File: src/hdl/snes_cart_pkg.sv
package snes_cart_pkg;

	// ========================================
	// Download stream constants
	// ========================================

	// Index value reserved for cheat data
	localparam logic [7:0] CODE_INDEX = 8'hFF;

	// Copier header ahead of the ROM image
	localparam int HDR_SKIP = 512;

	// Header word holding the ROM size; RAM size sits two bytes later
	localparam logic [24:0] LOROM_SIZE_ADDR   = 25'h007FD6;
	localparam logic [24:0] HIROM_SIZE_ADDR   = 25'h00FFD6;
	localparam logic [24:0] EXHIROM_SIZE_ADDR = 25'h40FFD6;

	// ========================================
	// Shared structs
	// ========================================

	typedef struct packed {
		logic        active;
		logic [7:0]  index;
		logic [24:0] addr;
		logic [15:0] data;
		logic        wr;
	} dl_bus_t;

	typedef struct packed {
		logic [2:0] header_mode;
		logic [1:0] region_sel;
		logic [1:0] sram_init;
		logic       autosave;
	} cart_cfg_t;

	typedef struct packed {
		logic [7:0]  rom_type;
		logic [23:0] rom_mask;
		logic [23:0] ram_mask;
		logic        pal;
	} cart_info_t;

	typedef struct packed {
		logic [19:0] addr;
		logic [7:0]  data;
		logic        en;
		logic        wr;
	} bsram_req_t;

	typedef struct packed {
		logic [31:0] flags;
		logic [31:0] address;
		logic [31:0] compare;
		logic [31:0] replace;
	} cheat_code_t;

	// Stream decode
	function automatic logic is_cart_download(dl_bus_t bus);
		return bus.active && (bus.index != CODE_INDEX);
	endfunction

	function automatic logic is_code_download(dl_bus_t bus);
		return bus.active && (bus.index == CODE_INDEX);
	endfunction

endpackage
File: src/hdl/rom_header_detect.sv
`timescale 1ns/100ps

module rom_header_detect (
	input  logic                      clk_sys,
	input  logic                      RESET,
	input  snes_cart_pkg::dl_bus_t    dl,
	input  snes_cart_pkg::cart_cfg_t  cfg,
	output snes_cart_pkg::cart_info_t cart_info
);

	import snes_cart_pkg::*;

	logic        cart_dl;
	logic        forced_sizes;
	logic [24:0] size_addr;
	logic [3:0]  rom_size;
	logic [3:0]  ram_size;
	logic        rom_region;
	logic [7:0]  rom_type;
	logic [23:0] rom_mask;
	logic [23:0] ram_mask;
	logic        pal;

	assign cart_dl = is_cart_download(dl);

	// Location of the size word for the forced header modes
	always_comb begin
		forced_sizes = 1'b1;
		case (cfg.header_mode)
			3'd2: size_addr = LOROM_SIZE_ADDR + 25'(HDR_SKIP);
			3'd3: size_addr = HIROM_SIZE_ADDR + 25'(HDR_SKIP);
			3'd4: size_addr = EXHIROM_SIZE_ADDR + 25'(HDR_SKIP);
			default: begin
				size_addr    = '0;
				forced_sizes = 1'b0;
			end
		endcase
	end

	// ========================================
	// Header capture
	// ========================================
	always_ff @(posedge clk_sys) begin
		if (RESET) begin
			rom_size   <= '0;
			ram_size   <= '0;
			rom_region <= 1'b0;
			rom_type   <= '0;
			pal        <= 1'b0;
		end else if (cart_dl) begin
			if (dl.wr) begin
				if (dl.addr == 25'd0) begin
					rom_size <= 4'hC;
					ram_size <= 4'h0;
					// Auto mode: low byte packs RAM size over ROM size
					if (cfg.header_mode == 3'd0 && dl.data[7:0] != 8'd0)
						{ram_size, rom_size} <= dl.data[7:0];
					case (cfg.header_mode)
						3'd1, 3'd2: rom_type <= 8'd0;
						3'd3:       rom_type <= 8'd1;
						3'd4:       rom_type <= 8'd2;
						default:    rom_type <= dl.data[15:8];
					endcase
				end
				if (dl.addr == 25'd2)
					rom_region <= dl.data[8];
				if (forced_sizes) begin
					if (dl.addr == size_addr)
						rom_size <= dl.data[11:8];
					if (dl.addr == size_addr + 25'd2)
						ram_size <= dl.data[3:0];
				end
			end
		end else begin
			pal <= (cfg.region_sel == 2'd0) ? rom_region : cfg.region_sel[1];
		end
	end

	// Masks trail the size registers by a clock
	always_ff @(posedge clk_sys) begin
		if (RESET) begin
			rom_mask <= '0;
			ram_mask <= '0;
		end else begin
			rom_mask <= (24'd1024 << rom_size) - 24'd1;
			ram_mask <= (ram_size != 4'd0) ? (24'd1024 << ram_size) - 24'd1 : 24'd0;
		end
	end

	assign cart_info = '{rom_type: rom_type, rom_mask: rom_mask, ram_mask: ram_mask, pal: pal};

endmodule

File: config.mk
export PLATFORM = sky130hd
export DESIGN_NAME = rom_header_detect
export DESIGN_NICKNAME = d
export VERILOG_FILES = /design/src/hdl/snes_cart_pkg.sv /design/src/hdl/rom_header_detect.sv
export SDC_FILE = /design/constraint.sdc
export NUM_CORES = 1
export LEC_CHECK = 0
export BUFFER_PORTS_ARGS = -buffer_cell sky130_fd_sc_hd__buf_4
export CAP_MARGIN = 30
export CORE_MARGIN = 3
export CORE_UTILIZATION = 35
export DETAILED_ROUTE_END_ITERATION = 6
export PLACE_DENSITY_LB_ADDON = 0.12
export SYNTH_ARGS = -nofsm -noshare
export SYNTH_HDL_FRONTEND = slang
export SYNTH_SLANG_ARGS = --single-unit
File: constraint.sdc
create_clock -name clk_sys -period 2.3 [get_ports clk_sys]
set_clock_uncertainty 0.2 [all_clocks]
set_input_delay 0 -clock clk_sys [delete_from_list [all_inputs] [get_ports clk_sys]]
set_output_delay 0 -clock clk_sys [all_outputs]
set_load 0.01 [all_outputs]
Word level (Yosys, flattened, before mapping) --
Index checks and enable logic that the tools add are counted.
Storage, ports and cells: bits in registers 66, input port bits 61, word-level logic and storage cells 46
Operators by class: add/sub/neg operators 3, equal/unequal tests 8, shift operators 2, multiplexer cells 12, bitwise gates (word level) 1, reductions and logical operators 13
Operators with widths (number):
- $pmux 23 s3 | 1
- $eq 25x25->1 | 2
- $shl 11x4->24 const A | 2
- $sub 24x1->24 const B | 2
- $mux 4 | 8
- $add 25x2->25 const B | 1
- $eq 25x2->1 const B | 1
- $logic_not 25->1 | 1
- $pmux 8 s3 | 1
- $ne 8x8->1 const B | 1
- $reduce_bool 8->1 | 1
- $eq 3x2->1 const B | 2
- $reduce_and 3->1 | 2
- $reduce_bool 4->1 | 1
- $reduce_or 2->1 | 2
- $eq 3x1->1 const B | 1
- $eq 3x3->1 const B | 1
- $logic_not 3->1 | 1
- $reduce_or 3->1 | 1
- $logic_and 1x1->1 | 2
- $logic_not 2->1 | 1
- $mux 1 | 2
- $reduce_and 2->1 | 1
- $not 1->1 | 1

Logic depth before layout (Yosys ltp) --
depth in word-level cells 6, gate-level depth with buffers 11, depth with buffers taken out 9

Worst setup path before layout --
No wires, ideal clock.
path type input to register, from in dl[21] (netlist bit), to reg rom_size[2], arrival 2019 ps, data required time 1999 ps, slack -20 ps, cell stages on the path 6, path buffers 0, path through or4_4 > or3_4 > a2111oi_4 > o211ai_2 > or4b_1 > o41ai_1
On the way: word-level cells in the longest chain between the ends 4, elaborated cells on any way between the ends 5
Ends and longest elaborated chain:
- start: declaration | RTL line rom_header_detect.sv:6 | input snes_cart_pkg::dl_bus_t dl,
- $logic_not 25->1 | RTL line rom_header_detect.sv:52 | if (dl.addr == 25'd0) begin
- $mux 4 | RTL line rom_header_detect.sv:52
- $mux 4 | RTL line rom_header_detect.sv:68 | if (dl.addr == size_addr)
- $mux 4 * | RTL line rom_header_detect.sv:67 | if (forced_sizes) begin
- end signal: assignment | RTL line rom_header_detect.sv:57 | {ram_size, rom_size} <= dl.data[7:0];
- end signal: assignment | RTL line rom_header_detect.sv:69 | rom_size <= dl.data[11:8];
- end: declaration | RTL line rom_header_detect.sv:16 | logic [3:0] rom_size;
Mark *: on every way between the ends. The rest lies on a longest branch, timed or not. A chain may end at the register's enable or synchronous reset.

Worst setup path after layout --
from in cfg[5] (netlist bit), to reg rom_type[4]
On the way: word-level cells in the longest chain between the ends 3, elaborated cells on any way between the ends 6
Ends and longest elaborated chain:
- start: declaration | RTL line rom_header_detect.sv:7 | input snes_cart_pkg::cart_cfg_t cfg,
- $eq 3x1->1 / $eq 3x2->1 (equally long branches) | RTL line rom_header_detect.sv:58 | case (cfg.header_mode)
- $reduce_or 2->1 | RTL line rom_header_detect.sv:58
- $pmux 8 s3 * | RTL line rom_header_detect.sv:58
- end signal: assignment | RTL line rom_header_detect.sv:62 | default: rom_type <= dl.data[15:8];
- end: declaration | RTL line rom_header_detect.sv:19 | logic [7:0] rom_type;
Marks and branches as above.

==> flow_metrics.tcl <==
set metrics [dict create \
    grt_pass1_vias 2480 \
    seqPwrFrac_pct 48.6 \
    synth.top_cells.by_area "dfxtp_1 37%, nor2_1 6.7%, buf_4 5.5%" \
    antenna_left 0 \
    vdd_drop_max_v 0.000234 \
    cpMaxStageDelayCell "dlygate4sd3_1" \
    synthTopCellsByCount "48 x dfxtp_1, 46 x nor2_1, 24 x nand2_1" \
    outcome "complete, no violations" \
    finalHoldViolations 0 \
    fin_util_pct 55.5 \
    worstHoldStart "dl[41]" \
    worst_pin_slew_ps 483 \
    finalCritPeriodShare_pct 93.9 \
    power_density_nw_per_um2 450 \
    clkPwrFrac_pct 36.4 \
    tns_ps 0 \
    cpMostUsedCell "dlygate4sd3_1" \
    hold_class "input port to flip-flop" \
    post-place-cells 504 \
    syn_avg_cell_area_um2 8.23 \
    leakagePower_nw 1.69 \
    r2r_setup_slack_ps 270 \
    drive_above_1_share_pct 34.5 \
    die-area_um2 8450 \
    setup.worst_path.start_class "input port" \
    slew_headroom_pct 67.4 \
    drc_errors 0 \
    die_x_um 91.9 \
    finalSetupViolations 0 \
    syn_to_final_growth_pct 49.9 \
    syn_nets 377 \
    final_cell_area_um2 3870 \
    regToRegEndpoint "pal" \
    core_area_um2 6980 \
    swShare_pct 22.8 \
    dr.pass1.iters 4 \
    initial_utilization_pct 37.0 \
    cts_tree "done" \
    slew_viol_final 0 \
    vias 2651 \
    yosysWarningCount 0 \
    clk_pin_slew_ps 90 \
    reg2regPathDepth 4 \
    antenna_found_initial 0 \
    diodes 0 \
    grt_pass1_wl_mm 11.3 \
    cpPeakStageDelay_ps 590 \
    cts_buffer_depth 2 \
    tritoncts.num_buffers 5 \
    overflow 0 \
    clock_latency_ps 300 \
    rsz0062_at_grt "true" \
    synth_cells 314 \
    holdPathStages 7 \
    worstSetupEndpointType "flip-flop" \
    combPwrFrac_pct 15.1 \
    cts_setup_buffers 0 \
    crit_fanout 6 \
    ys_seq_elements 48 \
    critical_path_arrival_ps 2210 \
    cts-root-buf "clkbuf_8" \
    post-dp-hpwl_mm 4.92 \
    layoutNonFillerInstCount 542 \
    worstPathCellList "buf_4, dlygate4sd3_1, nor2_1, xor2_1, nand3_1, a21oi_1, dlygate4sd3_1" \
    synth_top_area_cell "dfxtp_1" \
    fmaxAchievable_mhz 463 \
    synth_top_cell_area_share_pct 37.2 \
    grt_use_total_pct 16.0 \
    drt-vias-per-instance 4.89 \
    numPortBuffers 114 \
    switching_power_mw 0.398 \
    synth_edf_count 0 \
    dpl_cell_area_um2 3450 \
    synthArstFlopShare_pct 0 \
    seq_area_frac_synth_pct 37.2 \
    synth_flop_cell "dfxtp_1" \
    row_count 30 \
    cp.required_ps 2350 \
    drv_cap 0 \
    htreeDepth 2 \
    wl_per_cell_um 12.4 \
    clock_sinks 48 \
    fill_cells 697 \
    wl_mm 6.71 \
    synth_area_um2 2580 \
    worst_hold_path.endpoint "rom_size[2]" \
    synth_cell_type_count 57 \
    yosysMostFrequentCell "dfxtp_1" \
    num_io_pins 118 \
    grt_max_degree 43 \
    p_int_mw 1.35 \
    place.gp.congestion 0.843 \
    drt_iter0_drc 90 \
    die_height_um 91.9 \
    fin_crit_ps 2160 \
    r2r-start "rom_region" \
    nets 508 \
    crit_type "input port to flip-flop" \
]
-- routing by layer --
metal	GRT usage (%)	part of all wire (%)
met3	3.45	6.3
met2	28.0	50
met5	0	0
met1	19.7	43
met4	4.46	0.64
-- power groups by stage --
stage	logic (mW)	clock network [mW]	registers [mW]
2_1_floorplan	0.113	0	0.870
3_3_place_gp	0.230	0	0.866
3_5_place_dp	0.232	0	0.867
4_1_cts	0.263	0.658	0.847
5_1_grt	0.287	0.685	0.849
6_report	0.263	0.634	0.847
-- logic make-up (layout without fill, tap and decap cells) --
group / count (synthesis) / in the layout / share of synthesized area (%)
mux: 7 / 7 / 2.71
fa+ha+maj: 2 / 2 / 0.968
xor+xnor: 2 / 2 / 0.678
simple gates: 133 / 133 / 26.4
flops: 48 / 48 / 37.2
compound gates: 78 / 78 / 21.2
buf+inv: 44 / 176 / 10.9
-- area by class of cell --
| cell class | instances | area (um^2) | area share [%] |
|---|---|---|---|
| timing repair buffer | 163 | 1300 | 33.5 |
| tap | 96 | 120 | 3.10 |
| inverter | 5 | 18.8 | 0.484 |
| clock buffer | 6 | 82.6 | 2.13 |
| sequential | 48 | 961 | 24.8 |
| clock inverter | 2 | 38.8 | 1.00 |
| multi-input combinational | 222 | 1350 | 34.9 |
-- critical path: cells and delay by family --
family	cells	cell delay, ps
AOI/OAI and AO/OA	1	160
xor gates and xnor gates	1	430
buffers and inverters	3	1270
and+or+nand+nor	2	350
-- worst max path at each step --
stage / start / end / slack (ps) / cells past startpoint
after global routing: cfg[5] / rom_type[3] / -0.6 / 7
final: cfg[5] / rom_type[4] / 140 / 7
after floorplan: dl[21] / rom_size[2] / -9 / 6
after CTS: dl[21] / ram_size[2] / 150 / 8
after detailed placement: dl[21] / ram_size[2] / -160 / 8
after global placement: dl[21] / ram_size[2] / -120 / 8
-- stage by stage --
| stage | worst slack [ps] | hold WS [ps] | power [mW] |
|---|---|---|---|
| global route | -0.618 | 67.8 | 1.82 |
| detailed placement | -163 | 56.9 | 1.10 |
| global placement | -118 | 53.2 | 1.10 |
| finish | 141 | 7.73 | 1.74 |
| CTS | 155 | 2.92 | 1.77 |
| floorplan | -9.02 | -123 | 0.983 |
-- timing repair --
action,4_1_cts,5_1_grt
hold buffers,30,0
hold endpoints to repair,40,0
setup endpoints to repair,0,5
gates resized for setup,0,1
-- cell usage in the layout, fill, tap and decap left out, drive strengths merged, types with 2 or more instances in the layout --
| master | instances |
|---|---|
| a211oi | 7 |
| a21o | 9 |
| a21oi | 21 |
| a22oi | 2 |
| a311oi | 2 |
| a31oi | 2 |
| a32oi | 2 |
| and2 | 5 |
| and3 | 2 |
| buf | 133 |
| clkbuf | 6 |
| dfxtp | 48 |
| dlygate4sd3 | 30 |
| ha | 2 |
| inv | 5 |
| mux2i | 7 |
| nand2 | 24 |
| nand2b | 3 |
| nand3 | 12 |
| nand3b | 3 |
| nand4 | 3 |
| nor2 | 46 |
| nor2b | 8 |
| nor3 | 7 |
| nor3b | 3 |
| nor4 | 6 |
| nor4b | 2 |
| o2111ai | 2 |
| o211ai | 4 |
| o21ai | 13 |
| o31a | 5 |
| or3 | 2 |
-- flip-flops by register name, summed over array words and instances, names as in the netlist --
register,cells
pal,1
ram_mask,15
ram_size,4
rom_mask,15
rom_region,1
rom_size,4
rom_type,8
No activity file was read; power rests on OpenSTA's default activity.
