===== config.mk =====
export PLATFORM = sky130hd
export DESIGN_NAME = backup_sequencer
export DESIGN_NICKNAME = d
export VERILOG_FILES = /design/src/hdl/snes_cart_pkg.sv /design/src/hdl/backup_sequencer.sv
export SDC_FILE = /design/constraint.sdc
export NUM_CORES = 1
export LEC_CHECK = 0
export ABC_AREA = 0
export BUFFER_PORTS_ARGS = -buffer_cell sky130_fd_sc_hd__buf_2
export CAP_MARGIN = 20
export CORE_MARGIN = 1
export CORE_UTILIZATION = 44
export DETAILED_ROUTE_END_ITERATION = 10
export GPL_ROUTABILITY_DRIVEN = 1
export HOLD_SLACK_MARGIN = 0.02
export PLACE_DENSITY = 0.85
export SLEW_MARGIN = 20
export SYNTH_ARGS = -nofsm -noshare
export SYNTH_HDL_FRONTEND = slang
export SYNTH_SLANG_ARGS = --single-unit

===== constraint.sdc =====
create_clock -name clk_sys -period 5.98 [get_ports clk_sys]
set_clock_uncertainty 0.1 [all_clocks]
set_input_delay 0.598 -clock clk_sys [delete_from_list [all_inputs] [get_ports clk_sys]]
set_output_delay 0.598 -clock clk_sys [all_outputs]
set_load 0.01 [all_outputs]

===== src/hdl/snes_cart_pkg.sv =====
package snes_cart_pkg;

	// ========================================
	// Download stream constants
	// ========================================

	// Index value reserved for cheat data
	localparam logic [7:0] CODE_INDEX = 8'hFF;

	// Copier header ahead of the ROM image
	localparam int HDR_SKIP = 512;

	// Header word holding the ROM size; RAM size sits two bytes later
	localparam logic [24:0] LOROM_SIZE_ADDR   = 25'h007FD6;
	localparam logic [24:0] HIROM_SIZE_ADDR   = 25'h00FFD6;
	localparam logic [24:0] EXHIROM_SIZE_ADDR = 25'h40FFD6;

	// ========================================
	// Shared structs
	// ========================================

	typedef struct packed {
		logic        active;
		logic [7:0]  index;
		logic [24:0] addr;
		logic [15:0] data;
		logic        wr;
	} dl_bus_t;

	typedef struct packed {
		logic [2:0] header_mode;
		logic [1:0] region_sel;
		logic [1:0] sram_init;
		logic       autosave;
	} cart_cfg_t;

	typedef struct packed {
		logic [7:0]  rom_type;
		logic [23:0] rom_mask;
		logic [23:0] ram_mask;
		logic        pal;
	} cart_info_t;

	typedef struct packed {
		logic [19:0] addr;
		logic [7:0]  data;
		logic        en;
		logic        wr;
	} bsram_req_t;

	typedef struct packed {
		logic [31:0] flags;
		logic [31:0] address;
		logic [31:0] compare;
		logic [31:0] replace;
	} cheat_code_t;

	// Stream decode
	function automatic logic is_cart_download(dl_bus_t bus);
		return bus.active && (bus.index != CODE_INDEX);
	endfunction

	function automatic logic is_code_download(dl_bus_t bus);
		return bus.active && (bus.index == CODE_INDEX);
	endfunction

endpackage

===== src/hdl/backup_sequencer.sv =====
`timescale 1ns/100ps

module backup_sequencer #(
	parameter int BSRAM_BITS = 17
) (
	input  logic                   clk_sys,
	input  logic                   RESET,
	input  snes_cart_pkg::dl_bus_t dl,
	input  logic [23:0]            ram_mask,
	input  logic                   autosave,
	input  logic                   osd_status,
	input  logic                   bk_load_req,
	input  logic                   bk_save_req,
	input  logic                   img_mounted,
	input  logic                   img_readonly,
	input  logic [31:0]            img_size,
	input  logic                   bsram_wr_pulse,
	output logic [31:0]            sd_lba,
	output logic                   sd_rd,
	output logic                   sd_wr,
	input  logic                   sd_ack,
	output logic                   bk_ena,
	output logic                   bk_pending,
	output logic                   bk_busy,
	output logic                   bk_loading
);

	import snes_cart_pkg::*;

	// Last sector the BSRAM can hold
	localparam logic [31:0] MAX_LBA = 32'((2 ** (BSRAM_BITS - 9)) - 1);

	logic        cart_dl;
	logic        old_dl;
	logic        load_lvl;
	logic        save_lvl;
	logic        old_load;
	logic        old_save;
	logic        old_ack;
	logic        load_edge;
	logic        save_edge;
	logic        dl_end;
	logic        start_load;
	logic [31:0] last_lba;

	assign cart_dl = is_cart_download(dl);

	assign load_lvl  = bk_load_req && bk_ena;
	assign save_lvl  = (bk_save_req || (bk_pending && osd_status && autosave)) && bk_ena;
	assign load_edge = load_lvl && !old_load;
	assign save_edge = save_lvl && !old_save;
	// Image is mounted by the time the download finishes
	assign dl_end     = old_dl && !cart_dl && (img_size != 32'd0) && bk_ena;
	assign start_load = load_edge || dl_end;

	// Sector count from the RAM mask, kept inside the buffer
	assign last_lba = (32'(ram_mask[23:9]) > MAX_LBA) ? MAX_LBA : 32'(ram_mask[23:9]);

	always_ff @(posedge clk_sys) begin
		if (RESET) begin
			old_dl   <= 1'b0;
			old_load <= 1'b0;
			old_save <= 1'b0;
			old_ack  <= 1'b0;
		end else begin
			old_dl   <= cart_dl;
			old_load <= load_lvl;
			old_save <= save_lvl;
			old_ack  <= sd_ack;
		end
	end

	// ========================================
	// Enable and pending flags
	// ========================================
	always_ff @(posedge clk_sys) begin
		if (RESET) begin
			bk_ena <= 1'b0;
		end else begin
			if (cart_dl && !old_dl)
				bk_ena <= 1'b0;
			if (cart_dl && img_mounted && !img_readonly)
				bk_ena <= |ram_mask;
		end
	end

	always_ff @(posedge clk_sys) begin
		if (RESET)
			bk_pending <= 1'b0;
		else if (bk_ena && !osd_status && bsram_wr_pulse)
			bk_pending <= 1'b1;
		else if (bk_busy)
			bk_pending <= 1'b0;
	end

	// ========================================
	// Sector walk
	// ========================================
	always_ff @(posedge clk_sys) begin
		if (RESET) begin
			sd_lba     <= '0;
			sd_rd      <= 1'b0;
			sd_wr      <= 1'b0;
			bk_busy    <= 1'b0;
			bk_loading <= 1'b0;
		end else begin
			// Host took the request
			if (sd_ack && !old_ack) begin
				sd_rd <= 1'b0;
				sd_wr <= 1'b0;
			end
			if (!bk_busy) begin
				if (start_load || save_edge) begin
					bk_busy    <= 1'b1;
					bk_loading <= start_load;
					sd_lba     <= '0;
					sd_rd      <= start_load;
					sd_wr      <= !start_load;
				end
			end else if (old_ack && !sd_ack) begin
				if (sd_lba >= last_lba) begin
					bk_busy    <= 1'b0;
					bk_loading <= 1'b0;
				end else begin
					sd_lba <= sd_lba + 32'd1;
					sd_rd  <= bk_loading;
					sd_wr  <= !bk_loading;
				end
			end
		end
	end

endmodule


### Word-level counts from Yosys, hierarchy flattened

Index checks and enable logic that the tools add are counted.

* flip-flop bits (word level): 42
* output and inout bits: 38

* $lt $le $gt $ge: 2
* add/subtract/negate cells: 1
* reduce and logical (&&, ||, !) cells: 37
* muxes and demuxes: 27
* eq/ne operators: 4

Operator list (count)
* $mux 32: 4
* $add 32x1->32 const B: 1
* $ge 32x15->1: 1
* $reduce_bool 32->1: 1
* $reduce_or 24->1: 1
* $mux 1: 22
* $logic_and 1x1->1: 17
* $gt 15x8->1 const B: 1
* $mux 15: 1
* $logic_not 1->1: 10
* $ne 8x8->1 const B: 1
* $reduce_and 3->1: 2
* $reduce_bool 2->1: 3
* $ne 2x1->1 const B: 2
* $logic_or 1x1->1: 3
* $ne 2x2->1 const B: 1

### Depth between registers and ports, before layout

* word-level depth: 10
* depth in mapped cells: 12

### Worst setup path before layout

No wires, ideal clock.

* path kind: input port to flip-flop
* from: input port ram_mask[21]
* to: register sd_lba[10]
* setup slack: 2.904 ns
* stages on the path: 11
* setup time: 0.070 ns
* arrival: 2.905 ns
* cells stage by stage: nor4_1 > nand2_1 > or2_2 > ha_1 > a31oi_1 > nor2b_1 > o311ai_2 > nand3_2 > buf_6 > or4_1 > a21oi_1

* cells in the longest elaborated chain, start to end: 5

RTL lines
* start: declaration: line backup_sequencer.sv:9 `input logic [23:0] ram_mask,`
* $gt 15x8->1: line backup_sequencer.sv:57 `assign last_lba = (32'(ram_mask[23:9]) > MAX_LBA) ? MAX_LBA : 32'(ram_mask[23:9]);`
* $mux 15 (*): line backup_sequencer.sv:57
* $ge 32x15->1 (*): line backup_sequencer.sv:121 `if (sd_lba >= last_lba) begin`
* $ne 2x2->1 (no line) (*)
* $reduce_and 3->1 (no line) (*)
* end signal: assignment: line backup_sequencer.sv:125 `sd_lba <= sd_lba + 32'd1;`
* end: declaration: line backup_sequencer.sv:18 `output logic [31:0] sd_lba,`

Every way passes the cells marked *; elsewhere a longest branch is shown, timed or not.
A chain may end at the register's enable or synchronous reset.

### Worst setup path after layout

* from: input port ram_mask[21]
* to: register sd_lba[9]

Same word-level chain as after synthesis.

==> impl_metrics.py <==
metrics = {
    "setup_path": {
        "r2r_cells": 7,
        "critPathLaunchType": "input port",
        "cp.required_ns": 6.11,
        "r2r-start": "sd_lba[1]",
        "critPathKind": "input port to register",
        "rr_endpoint": "sd_lba[9]",
        "crit_path_end_kind": "register",
        "crit_arrival_ns": 3.57,
        "rrSetupSlack_ns": 3.14,
        "worstPathMaxFanout": 30,
    },
    "synth": {
        "postSynthAreaPerCell_um2": 8.68,
        "synth.largest_area_cell": "dfxtp_1",
        "synth_simple_gate_area_share_pct": 32.7,
        "synthFlopType": "dfxtp_1",
        "synthAdderAreaFrac_pct": 9.01,
        "synth_top_family_by_area": "simple AND/OR/NAND/NOR gates",
        "yosysUniqueCellTypes": 45,
        "synthMuxAreaShare_pct": 0,
        "synth_compound_area_share_pct": 17.6,
        "ys_seq_area_share_pct": 37.9,
        "syn_area_um2": 2220,
        "synth.top_cells.by_count": "dfxtp_1 (42), a21oi_1 (21), nand2_1 (19)",
        "async_flop_share_pct": 0,
        "synthCells": 256,
        "synthTopCellsByArea": "dfxtp_1 (38%), ha_1 (9.0%), and2_1 (5.1%)",
        "synth_top_area_share_pct": 37.9,
        "yosysWarnings": 0,
        "synth_xor_area_share_pct": 0,
        "yosys_register_bits": 42,
        "synth.most_common_cell": "dfxtp_1",
        "synth_edf_count": 0,
    },
    "timing": {
        "finalSetupTns_ns": 0,
        "relSlewSlack_pct": 44.7,
        "rsz0062_at_grt": "no",
        "finalSetupViolations": 0,
        "worstMarginPinSlew_ns": 0.826,
        "hold_violations": 0,
        "fmax_mhz": 291,
        "maxSlewViolCount": 0,
        "period_needed_ns": 3.44,
        "post-route-period-util_pct": 57.6,
    },
    "power": {
        "switchingPower_uw": 123,
        "pwr-share-seq_pct": 54.3,
        "p_comb_share_pct": 9.7,
        "power_density_nw_per_um2": 178,
        "peakVddDrop_mv": 0.151,
        "power_frac_clock_pct": 36.0,
        "sw_frac_of_total_pct": 23.4,
        "p_leak_nw": 1.35,
        "p_int_uw": 402,
    },
    "clock_network": {
        "cts_buffers": 5,
        "clk_pin_slew_ns": 0.09,
        "cts_hold_buf": 0,
        "root_buffer": "clkbuf_8",
        "cts.repair.resized": 0,
        "cts_buffer_depth": 2,
        "clkSinkCount": 42,
        "post-cts-setup-buffers": 0,
        "cts.htree.levels": 2,
        "cts_tree": "built",
        "clk_latency_ns": 0.29,
    },
    "detailed_routing": {
        "drtAntennaViolNets": 0,
        "drt_iter0_drc": 190,
        "viasPerCell": 5.43,
        "drt_wl_total_um": 5970,
        "drc_errors": 0,
        "detailedRoute.firstPassIterationCount": 4,
        "wl_per_cell_um": 13.5,
        "num_vias": 2400,
    },
    "global_route": {
        "grtUsageMet3_pct": 5.52,
        "grtUsageMet1_pct": 27.0,
        "antenna_found_initial": 0,
        "grt_max_degree": 31,
        "grt_pass1_wl_um": 9640,
        "grt_remaining_overflow": 0,
        "grt_pass1_vias": 2190,
        "met2_usage_pct": 43.9,
        "grt_usage_pct": 23.5,
        "busiest_layer": "met2",
    },
    "floorplanning": {
        "die_w_um": 73.0,
        "rows": 25,
        "core_area_um2": 4790,
        "ioPinCount": 155,
        "die_area_um2": 5340,
        "start_util_pct": 46.4,
        "die_y_um": 73.0,
    },
    "final_layout": {
        "postLayoutCellArea_um2": 2940,
        "stdcell_count": 442,
        "diodes": 0,
        "drive_above_1_share_pct": 34.1,
        "nets": 507,
        "seq_area_um2": 841,
        "multi_input_area_um2": 1340,
        "synthToLayoutAreaGrowth_pct": 32.5,
        "fillers": 419,
    },
    "hold_path": {
        "min_from": "sd_lba[29]",
        "worstHoldPathType": "register to register",
        "hold_end": "sd_lba[29]",
        "min_path_cells": 1,
    },
    "outcome": {
        "status": "finished, final reports clean",
    },
    "placed_design": {
        "dpl.cell_count": 434,
        "gp_congestion": 0.941,
        "placed_area_um2": 2850,
        "dpl.hpwl_um": 4690,
        "portBuffers": 112,
    },
    "job": {
        "maxCapViolCount": 0,
    },
}
-- flip-flops by register name (all words and copies together) (netlist names) --
register / flops
bk_busy: 1
bk_ena: 1
bk_loading: 1
bk_pending: 1
old_ack: 1
old_dl: 1
old_load: 1
old_save: 1
sd_lba: 32
sd_rd: 1
sd_wr: 1
-- logic make-up after synthesis --
logic type	after synthesis
compound gates	58
buf+inv	13
fa+ha+maj	16
simple gates	126
flops	42
other cells	1
-- cell type report --
| class | instances | share of cell area [%] |
|---|---|---|
| sequential | 42 | 28.6 |
| timing repair buffer | 112 | 19.0 |
| tap | 67 | 2.85 |
| clock buffer | 7 | 2.93 |
| inverter | 6 | 0.765 |
| multi-input combinational | 207 | 45.7 |
| clock inverter | 1 | 0.170 |
-- layout by cell type, fill, tap and decap left out, types with 2 or more instances in the layout --
master,synthesis,layout
inv_1,6,6
nor4_1,16,16
nor3b_1,2,2
or4_1,12,12
or3_1,3,3
o21ai_0,6,6
a21oi_1,21,21
nand2_1,19,19
clkbuf_8,0,6
o31ai_1,11,11
conb_1,1,7
ha_1,16,16
nand3_1,4,4
dfxtp_1,42,42
buf_2,2,112
and2_1,18,18
o211ai_1,3,3
nand2b_1,7,7
nor2b_1,3,3
or2_2,3,3
nand3b_1,3,3
a31oi_1,2,2
nand4_1,10,10
nor2_1,15,15
a32oi_1,2,2
nor3_1,5,5
and3_1,2,2
-- worst max-delay path: stages --
cell,delay [ns]
buf_2,0.09
nor4_1,0.25
nand2_1,0.22
or2_2,0.33
ha_1,0.28
a31oi_1,0.14
nor2b_1,0.07
o311ai_2,0.29
nand3_2,0.47
or4_1,0.66
a21oi_1,0.16
-- per-layer routing --
layer  share of wire [%]  wire length (um)  vias up
met3                 5.8               346        4
met4                0.45                27        0
met1                  42              2480     1102
met5                   0                 0        -
met2                  52              3110       89
li1                    -                 -     1205
-- power by group through the flow --
stage,combinational (mW),clock (mW),sequential [mW]
5_1_grt,0.0569,0.205,0.285
3_3_place_gp,0.0492,0,0.291
6_report,0.0511,0.189,0.285
3_5_place_dp,0.0507,0,0.291
2_1_floorplan,0.0183,0,0.291
4_1_cts,0.0508,0.188,0.284
-- metrics by stage --
step | hold slack, ns | worst slack (ns) | power, mW | util, %
finish | 0.389 | 2.54 | 0.524 | 61.5
global route | 0.401 | 2.25 | 0.546 | 61.5
CTS | 0.390 | 2.54 | 0.524 | 61.5
detailed placement | 0.370 | 2.24 | 0.342 | 59.6
global placement | 0.364 | 2.33 | 0.340 | 59.6
floorplan | 0.411 | 2.90 | 0.310 | -
-- worst max path at each step --
stage                             from         end  slack (ns)
final                     ram_mask[21]   sd_lba[9]        2.54
after global routing      ram_mask[21]   sd_lba[9]        2.25
after CTS                 ram_mask[21]   sd_lba[4]        2.54
after detailed placement  ram_mask[21]   sd_lba[4]        2.24
after global placement    ram_mask[21]   sd_lba[7]        2.33
after floorplan           ram_mask[21]  sd_lba[10]        2.90
Power figures use the tool's default switching activity.
