File: config.mk
export PLATFORM = sky130hd
export DESIGN_NAME = cheat_code_loader
export DESIGN_NICKNAME = d
export VERILOG_FILES = /design/src/hdl/snes_cart_pkg.sv /design/src/hdl/cheat_code_loader.sv
export SDC_FILE = /design/constraint.sdc
export NUM_CORES = 1
export LEC_CHECK = 0
export ABC_AREA = 1
export BUFFER_PORTS_ARGS = -buffer_cell sky130_fd_sc_hd__buf_2
export CAP_MARGIN = 10
export CORE_ASPECT_RATIO = 0.75
export CORE_UTILIZATION = 30
export DETAILED_ROUTE_END_ITERATION = 8
export GPL_ROUTABILITY_DRIVEN = 0
export HOLD_SLACK_MARGIN = 0.03
export PLACE_DENSITY = 0.61
export SKIP_LAST_GASP = 1
export SYNTH_ARGS = -nofsm -noshare
export SYNTH_HDL_FRONTEND = slang
export SYNTH_SLANG_ARGS = --single-unit
File: constraint.sdc
create_clock -name clk_sys -period 2 [get_ports clk_sys]
set_input_delay 0.3 -clock clk_sys [delete_from_list [all_inputs] [get_ports clk_sys]]
set_output_delay 0.3 -clock clk_sys [all_outputs]
set_load 0.01 [all_outputs]
File: src/hdl/snes_cart_pkg.sv
package snes_cart_pkg;

	// ========================================
	// Download stream constants
	// ========================================

	// Index value reserved for cheat data
	localparam logic [7:0] CODE_INDEX = 8'hFF;

	// Copier header ahead of the ROM image
	localparam int HDR_SKIP = 512;

	// Header word holding the ROM size; RAM size sits two bytes later
	localparam logic [24:0] LOROM_SIZE_ADDR   = 25'h007FD6;
	localparam logic [24:0] HIROM_SIZE_ADDR   = 25'h00FFD6;
	localparam logic [24:0] EXHIROM_SIZE_ADDR = 25'h40FFD6;

	// ========================================
	// Shared structs
	// ========================================

	typedef struct packed {
		logic        active;
		logic [7:0]  index;
		logic [24:0] addr;
		logic [15:0] data;
		logic        wr;
	} dl_bus_t;

	typedef struct packed {
		logic [2:0] header_mode;
		logic [1:0] region_sel;
		logic [1:0] sram_init;
		logic       autosave;
	} cart_cfg_t;

	typedef struct packed {
		logic [7:0]  rom_type;
		logic [23:0] rom_mask;
		logic [23:0] ram_mask;
		logic        pal;
	} cart_info_t;

	typedef struct packed {
		logic [19:0] addr;
		logic [7:0]  data;
		logic        en;
		logic        wr;
	} bsram_req_t;

	typedef struct packed {
		logic [31:0] flags;
		logic [31:0] address;
		logic [31:0] compare;
		logic [31:0] replace;
	} cheat_code_t;

	// Stream decode
	function automatic logic is_cart_download(dl_bus_t bus);
		return bus.active && (bus.index != CODE_INDEX);
	endfunction

	function automatic logic is_code_download(dl_bus_t bus);
		return bus.active && (bus.index == CODE_INDEX);
	endfunction

endpackage
File: src/hdl/cheat_code_loader.sv
`timescale 1ns/100ps

module cheat_code_loader (
	input  logic                       clk_sys,
	input  logic                       RESET,
	input  snes_cart_pkg::dl_bus_t     dl,
	output snes_cart_pkg::cheat_code_t code,
	output logic                       code_valid
);

	import snes_cart_pkg::*;

	logic code_wr;

	assign code_wr = is_code_download(dl) && dl.wr;

	// Half-word assembly, low half of each field first
	always_ff @(posedge clk_sys) begin
		if (code_wr) begin
			case (dl.addr[3:0])
				4'd0:  code.flags[15:0]    <= dl.data;
				4'd2:  code.flags[31:16]   <= dl.data;
				4'd4:  code.address[15:0]  <= dl.data;
				4'd6:  code.address[31:16] <= dl.data;
				4'd8:  code.compare[15:0]  <= dl.data;
				4'd10: code.compare[31:16] <= dl.data;
				4'd12: code.replace[15:0]  <= dl.data;
				4'd14: code.replace[31:16] <= dl.data;
				default: ;
			endcase
		end
	end

	// Offset 14 closes the code
	always_ff @(posedge clk_sys) begin
		if (RESET)
			code_valid <= 1'b0;
		else
			code_valid <= code_wr && (dl.addr[3:0] == 4'd14);
	end

endmodule

Yosys cells after proc, flatten, opt, wreduce, memory -nomap -nowiden:

Cells that the tools add are included.
Widths: inputs -> output; s select.

* register bits after elaboration: 129
* bits of input ports: 53
* output and inout bits: 129
* word-level logic and storage cells: 29

* equal/unequal tests: 8
* reductions and logical operators: 12

Operator list (number)
* $eq 4x4->1 const B: 4
* $reduce_and 2->1: 8
* $eq 4x3->1 const B: 2
* $eq 8x8->1 const B: 1
* $eq 4x2->1 const B: 1
* $logic_not 4->1: 1
* $logic_and 1x1->1: 3

Longest topological paths before layout:

Gate-level depths: netlist (run 1).

* depth in word-level cells: 4
* gate-level depth with buffers: 4
* gate-level depth less buffers: 4

Worst setup path after synthesis (run 1):

No wires, ideal clock.

* path kind: input to register
* start point: input dl[48] (netlist bit)
* end point: register code[112] (netlist bit) (enable)
* setup time: 0.409 ns
* arrival: 1.735 ns
* required time: 1.591 ns
* path slack: -0.144 ns
* stages: 4
* buffers on the path: 0
* cells stage by stage: nand2_1 -> nor2_2 -> nand3_2 -> nor3_1

* longest elaborated chain between the ends: 4

RTL lines
* from (decl): line cheat_code_loader.sv:6 `input snes_cart_pkg::dl_bus_t dl,`
* $eq 8x8->1: line snes_cart_pkg.sv:64 `return bus.active && (bus.index == CODE_INDEX);`
* $logic_and 1x1->1: line snes_cart_pkg.sv:64
* $logic_and 1x1->1: line cheat_code_loader.sv:15 `assign code_wr = is_code_download(dl) && dl.wr;`
* $reduce_and 2->1 (no source line)
* to (decl): line cheat_code_loader.sv:7 `output snes_cart_pkg::cheat_code_t code,`

Every way passes these cells.
A chain may end at the register's enable or synchronous reset.

Worst setup path after layout (run 1):

* start point: register code[22] (netlist bit)
* end point: output code[22] (netlist bit)

No word-level cell between the ends.

==> results.sh, run 1 <==
export IMPL_status="finished, final reports clean"
export IMPL_diodes=0
export IMPL_n_fill_cell=1159
export IMPL_clkPwrFrac=0.490
export IMPL_grt_ovfl_total=0
export IMPL_syn_nets=212
export IMPL_cts_tree="done"
export IMPL_initialDrtViolationCount=92
export IMPL_die_area_um2=13800
export IMPL_path_cells="buf_2"
export IMPL_num_vias=2197
export IMPL_hpwl_um=6200
export IMPL_ys_ff_latch=129
export IMPL_drt_antenna_violating_nets=0
export IMPL_rows=36
export IMPL_finalNonFillerCells=538
export IMPL_nNetsFinal=407
export IMPL_p_per_area_nw_per_um2=1040
export IMPL_drv_slew=0
export IMPL_p_int_mw=4.82
export IMPL_endpoint_kind="output port"
export IMPL_h_tree_depth=4
export IMPL_synth_warning_count=0
export IMPL_clock_path_buffers=2
export IMPL_vias_per_cell=4.08
export IMPL_drt_pass1_iter_count=6
export IMPL_die_x_um=135
export IMPL_grt_pass1_wl_um=12200
export IMPL_synth_cell_types=10
export IMPL_synth_area_per_cell_um2=25.1
export IMPL_crit_slowest_cell="edfxtp_1"
export IMPL_critPathBufInv=1
export IMPL_postCtsHoldBufs=0
export IMPL_die_h_um=102
export IMPL_max_slew_margin=0.795
export IMPL_worstMarginPinSlew_ns=0.307
export IMPL_cp_max_fo=1
export IMPL_cp_top_family="flip-flops"
export IMPL_start_kind="flop"
export IMPL_finalCritPeriodShare=0.628
export IMPL_cts_made_buffers=17
export IMPL_initial_utilization=0.308
export IMPL_hold_class="in -> reg"
export IMPL_timing_final_crit_period_ns=1.26
export IMPL_critical_path_required_ns=1.70
export IMPL_power_mw=5.98
export IMPL_comb_power_share=0.013
export IMPL_critical_path_class="reg -> out"
export IMPL_grtUsageTotal=0.132
export IMPL_cts_resized_gates=0
export IMPL_drive_gt1_frac=0.589
export IMPL_wl_um=8940
export IMPL_ios=182
export IMPL_fmax_mhz=796
export IMPL_syn_to_final_growth_pct=43.4
export IMPL_drc=0
export IMPL_seq_power_share=0.497
export IMPL_peakVddDrop_mv=0.508
export IMPL_dp_cells=506
export IMPL_p_sw_frac=0.193
export IMPL_post_cts_setup_buffer_count=0
export IMPL_rsz0062_at_grt="no"
export IMPL_wl_per_cell_um=16.6
export IMPL_max_cap_viol_count=0
export IMPL_port_buffers=160
export IMPL_ys_seq_area_frac=0.967
export IMPL_clk_pin_slew_worst_paths_ns=0.06
export IMPL_antenna_found_initial=0
export IMPL_hold_viol_final=0
export IMPL_design_core_area_um2=13000
export IMPL_p_leak_nw=2.20
export IMPL_arrival_ns=0.96
export IMPL_cts_sinks=129
export IMPL_grt_max_degree=17
export IMPL_setup_viol=0
export IMPL_power_switching_mw=1.16
export IMPL_synthCells=159
export IMPL_grt_pass1_vias=2070
export IMPL_syn_area_um2=4000
export IMPL_cts_root_buf="clkbuf_16"
export IMPL_max_stage_delay_ns=0.40
logic make-up after synthesis:
kind of cell	after synthesis	share of synthesized area
flip-flops	129	0.967
buffers and inverters	5	0.00470
AND/OR/NAND/NOR	25	0.0285
cells in the mapped netlist (all sizes together):
master / instances / area [um2]
inv: 5 / 18.8
nand3: 2 / 15.0
nand4: 1 / 6.26
edfxtp: 128 / 3840
nor2: 9 / 38.8
dfxtp: 1 / 20.0
nand2: 9 / 33.8
nor3: 4 / 20.0
layer usage:
| layer | track usage | share of wire | vias up | routed length, um |
|---|---|---|---|---|
| li1 | - | - | 1017 | - |
| met1 | 0.169 | 0.46 | 1063 | 4140 |
| met2 | 0.188 | 0.45 | 105 | 4010 |
| met3 | 0.0610 | 0.075 | 12 | 672 |
| met4 | 0.0674 | 0.013 | 0 | 112 |
| met5 | 0 | 0 | - | 0 |
path summary, 6_finish.rpt:
kind | endpoint | cells past startpoint | start
worst min-delay path | code_valid | 2 | RESET
worst max-delay path | code[22] | 1 | code[22]
power groups by stage:
stage	Combinational [mW]	Clock, mW	Sequential, mW
2_1_floorplan	0.0109	0	3.03
3_3_place_gp	0.0711	0	3.03
3_5_place_dp	0.0753	0	3.03
4_1_cts	0.0756	2.98	2.97
5_1_grt	0.0840	3.10	2.97
6_report	0.0749	2.93	2.97
per-stage QoR:
step                      hold WS (ns)  instance area, um2   util  setup slack, ns  TNS, ns
final                           0.0621                5730  0.442            0.743        0
after global routing            0.0418                5730  0.442            0.698        0
after CTS                       0.0461                5730  0.442            0.731        0
after detailed placement         0.478                5160  0.398            0.383        0
after global placement           0.470                5160  0.398            0.427        0
after floorplan                  0.379                4000      -           -0.144    -6.92
state kept, by name (all words and copies together) (netlist names):
| signal | flops |
|---|---|
| code_valid | 1 |
| code | 128 |
cells in the final DEF, fill, tap and decap left out, drive strengths merged:
master / count
nand2: 9
nor2: 9
buf: 176
clkinvlp: 5
bufinv: 2
nand4: 1
dfxtp: 1
edfxtp: 128
clkinv: 6
inv: 6
nand3: 2
nor3: 4
clkbuf: 18
final cells by class:
class | count | area [um2] | share of cell area
multi-input combinational | 25 | 141 | 0.0247
sequential | 129 | 3860 | 0.674
timing repair buffer | 176 | 921 | 0.161
inverter | 5 | 18.8 | 0.00328
clock buffer | 18 | 429 | 0.0749
clock inverter | 14 | 141 | 0.0247
tap | 171 | 214 | 0.0373
Power figures use the tool's default switching activity.
==> run 2: changes to the inputs <==
==> constraint.sdc (replaced) <==
create_clock -name clk_sys -period 1.1 [get_ports clk_sys]
set_input_delay 0.165 -clock clk_sys [delete_from_list [all_inputs] [get_ports clk_sys]]
set_output_delay 0.165 -clock clk_sys [all_outputs]
set_load 0.01 [all_outputs]
==> run 2 against run 1 <==
Compared with the run above: the flow now finishes with violations (setup timing); count of clock-buffer cells in the layout unchanged; sequential share of layout area down 4.4 points; global-route usage up 0.64 points; first-iteration DRC count up 62%; highest routed layer unchanged.
==> results.sh, run 2 (same netlist as run 1, synthesis figures left out) <==
export IMPL_finalCritPeriodShare=1.01
export IMPL_cts_made_buffers=17
export IMPL_diodes=0
export IMPL_grt_pass1_wl_um=13000
export IMPL_drive_gt1_frac=0.585
export IMPL_start_kind="flop"
export IMPL_critical_path_required_ns=0.94
export IMPL_use_met1=0.172
export IMPL_cts_tree="done"
export IMPL_grtUsageMet3=0.0556
export IMPL_cp_max_fo=1
export IMPL_worstMarginPinSlew_ns=0.274
export IMPL_grt_busiest_layer="met2"
export IMPL_nNetsFinal=423
export IMPL_initial_utilization=0.308
export IMPL_design_core_area_um2=13000
export IMPL_wl_um=9030
export IMPL_drc=0
export IMPL_initialDrtViolationCount=149
export IMPL_syn_to_final_growth_pct=53.3
export IMPL_drt_pass1_iter_count=4
export IMPL_power_mw=11.3
export IMPL_fmax_mhz=900
export IMPL_cp_top_family="flip-flops"
export IMPL_path_cells="buf_2"
export IMPL_setup_viol=8
export IMPL_antenna_found_initial=0
export IMPL_h_tree_depth=4
export IMPL_cts_root_buf="clkbuf_16"
export IMPL_critical_path_class="reg -> out"
export IMPL_final_cell_mix="buf_2 (159), edfxtp_1 (128), clkbuf_16 (17)"
export IMPL_wl_per_cell_um=16.3
export IMPL_largest_reg_flops=128
export IMPL_post_cts_setup_buffer_count=0
export IMPL_status="finished, violations left"
export IMPL_cts_sinks=129
export IMPL_hpwl_um=6230
export IMPL_rows=36
export IMPL_die_h_um=102
export IMPL_p_leak_nw=2.36
export IMPL_clock_path_buffers=2
export IMPL_grt_ovfl_total=0
export IMPL_violations="setup timing"
export IMPL_endpoint_kind="output port"
export IMPL_hold_class="in -> reg"
export IMPL_p_per_area_nw_per_um2=1850
export IMPL_num_vias=2284
export IMPL_crit_slowest_cell="edfxtp_1"
export IMPL_critPathBufInv=1
export IMPL_die_x_um=135
export IMPL_timing_final_crit_period_ns=1.11
export IMPL_port_buffers=160
export IMPL_clk_pin_slew_worst_paths_ns=0.05
export IMPL_drv_slew=0
export IMPL_fin_util=0.472
export IMPL_use_met2=0.207
export IMPL_arrival_ns=0.95
export IMPL_drt_antenna_violating_nets=0
export IMPL_fin_ws_ns=-0.0109
export IMPL_final_common_cell="buf_2"
export IMPL_max_cap_viol_count=0
export IMPL_hold_viol_final=0
export IMPL_grt_max_degree=17
export IMPL_peakVddDrop_mv=0.902
export IMPL_grtUsageTotal=0.138
export IMPL_max_slew_margin=0.817
export IMPL_max_stage_delay_ns=0.39
export IMPL_rsz0062_at_grt="yes"
export IMPL_ios=182
export IMPL_vias_per_cell=4.12
export IMPL_die_area_um2=13800
export IMPL_grt_pass1_vias=2262
==> run 2: cell count changes in the layout (fill, tap and decap cells not counted), moves of 4 or more <==
cell	change
nor2_4	+7
buf_4	-5
dlygate4sd3_1	+12
nand2_1	-4
buf_12	+9
nor2_2	-7
==> run 2: routing by layer <==
metal / share of wire / vias up
met5: 0 / -
li1: - / 1057
met1: 0.45 / 1085
met2: 0.46 / 128
met3: 0.077 / 14
met4: 0.016 / 0
==> run 2: through the flow <==
stage / setup WS (ns) / cell area [um2] / hold WS (ns) / setup TNS [ns] / cells
4_1_cts: -0.0435 / 6120 / 0.0313 / -1.18 / 554
2_1_floorplan: -0.322 / 4110 / 0.244 / -34.50 / 159
5_1_grt: -0.0622 / 6130 / 0.0353 / -2.99 / 554
3_3_place_gp: -0.305 / 5380 / 0.331 / -35.04 / 510
6_report: -0.0109 / 6130 / 0.0527 / -0.0345 / 554
3_5_place_dp: -0.336 / 5380 / 0.332 / -36.94 / 510
==> run 2: what timing repair did <==
action	in CTS	in global routing
hold buffers	12	0
endpoints found under the setup margin	76	117
resized for setup	0	2
hold endpoints to repair	89	0
==> run 2: power breakdown <==
part	total [mW]	internal (mW)	switching, mW	leakage (nW)
Clock	5.73	3.78	1.96	0.295
Combinational	0.197	0.0816	0.115	0.909
Sequential	5.40	5.40	0.000118	1.16
Total	11.3	9.26	2.07	2.36
==> run 2: layout make-up <==
| class | count | area [um2] |
|---|---|---|
| inverters | 5 | 18.8 |
| clock inverters | 14 | 188 |
| fillers | 1121 | 6850 |
| repair buffers | 192 | 1190 |
| flip-flops and latches | 129 | 3860 |
| well taps | 171 | 214 |
| clock buffers | 18 | 429 |
| multi-input cells | 25 | 224 |
==> run 2: worst paths after layout <==
path	startpoint	slack, ns	cells after the start	endpoint
hold / removal	dl[12]	0.05	1	code[59]
setup / recovery	code[127]	-0.01	1	code[127]
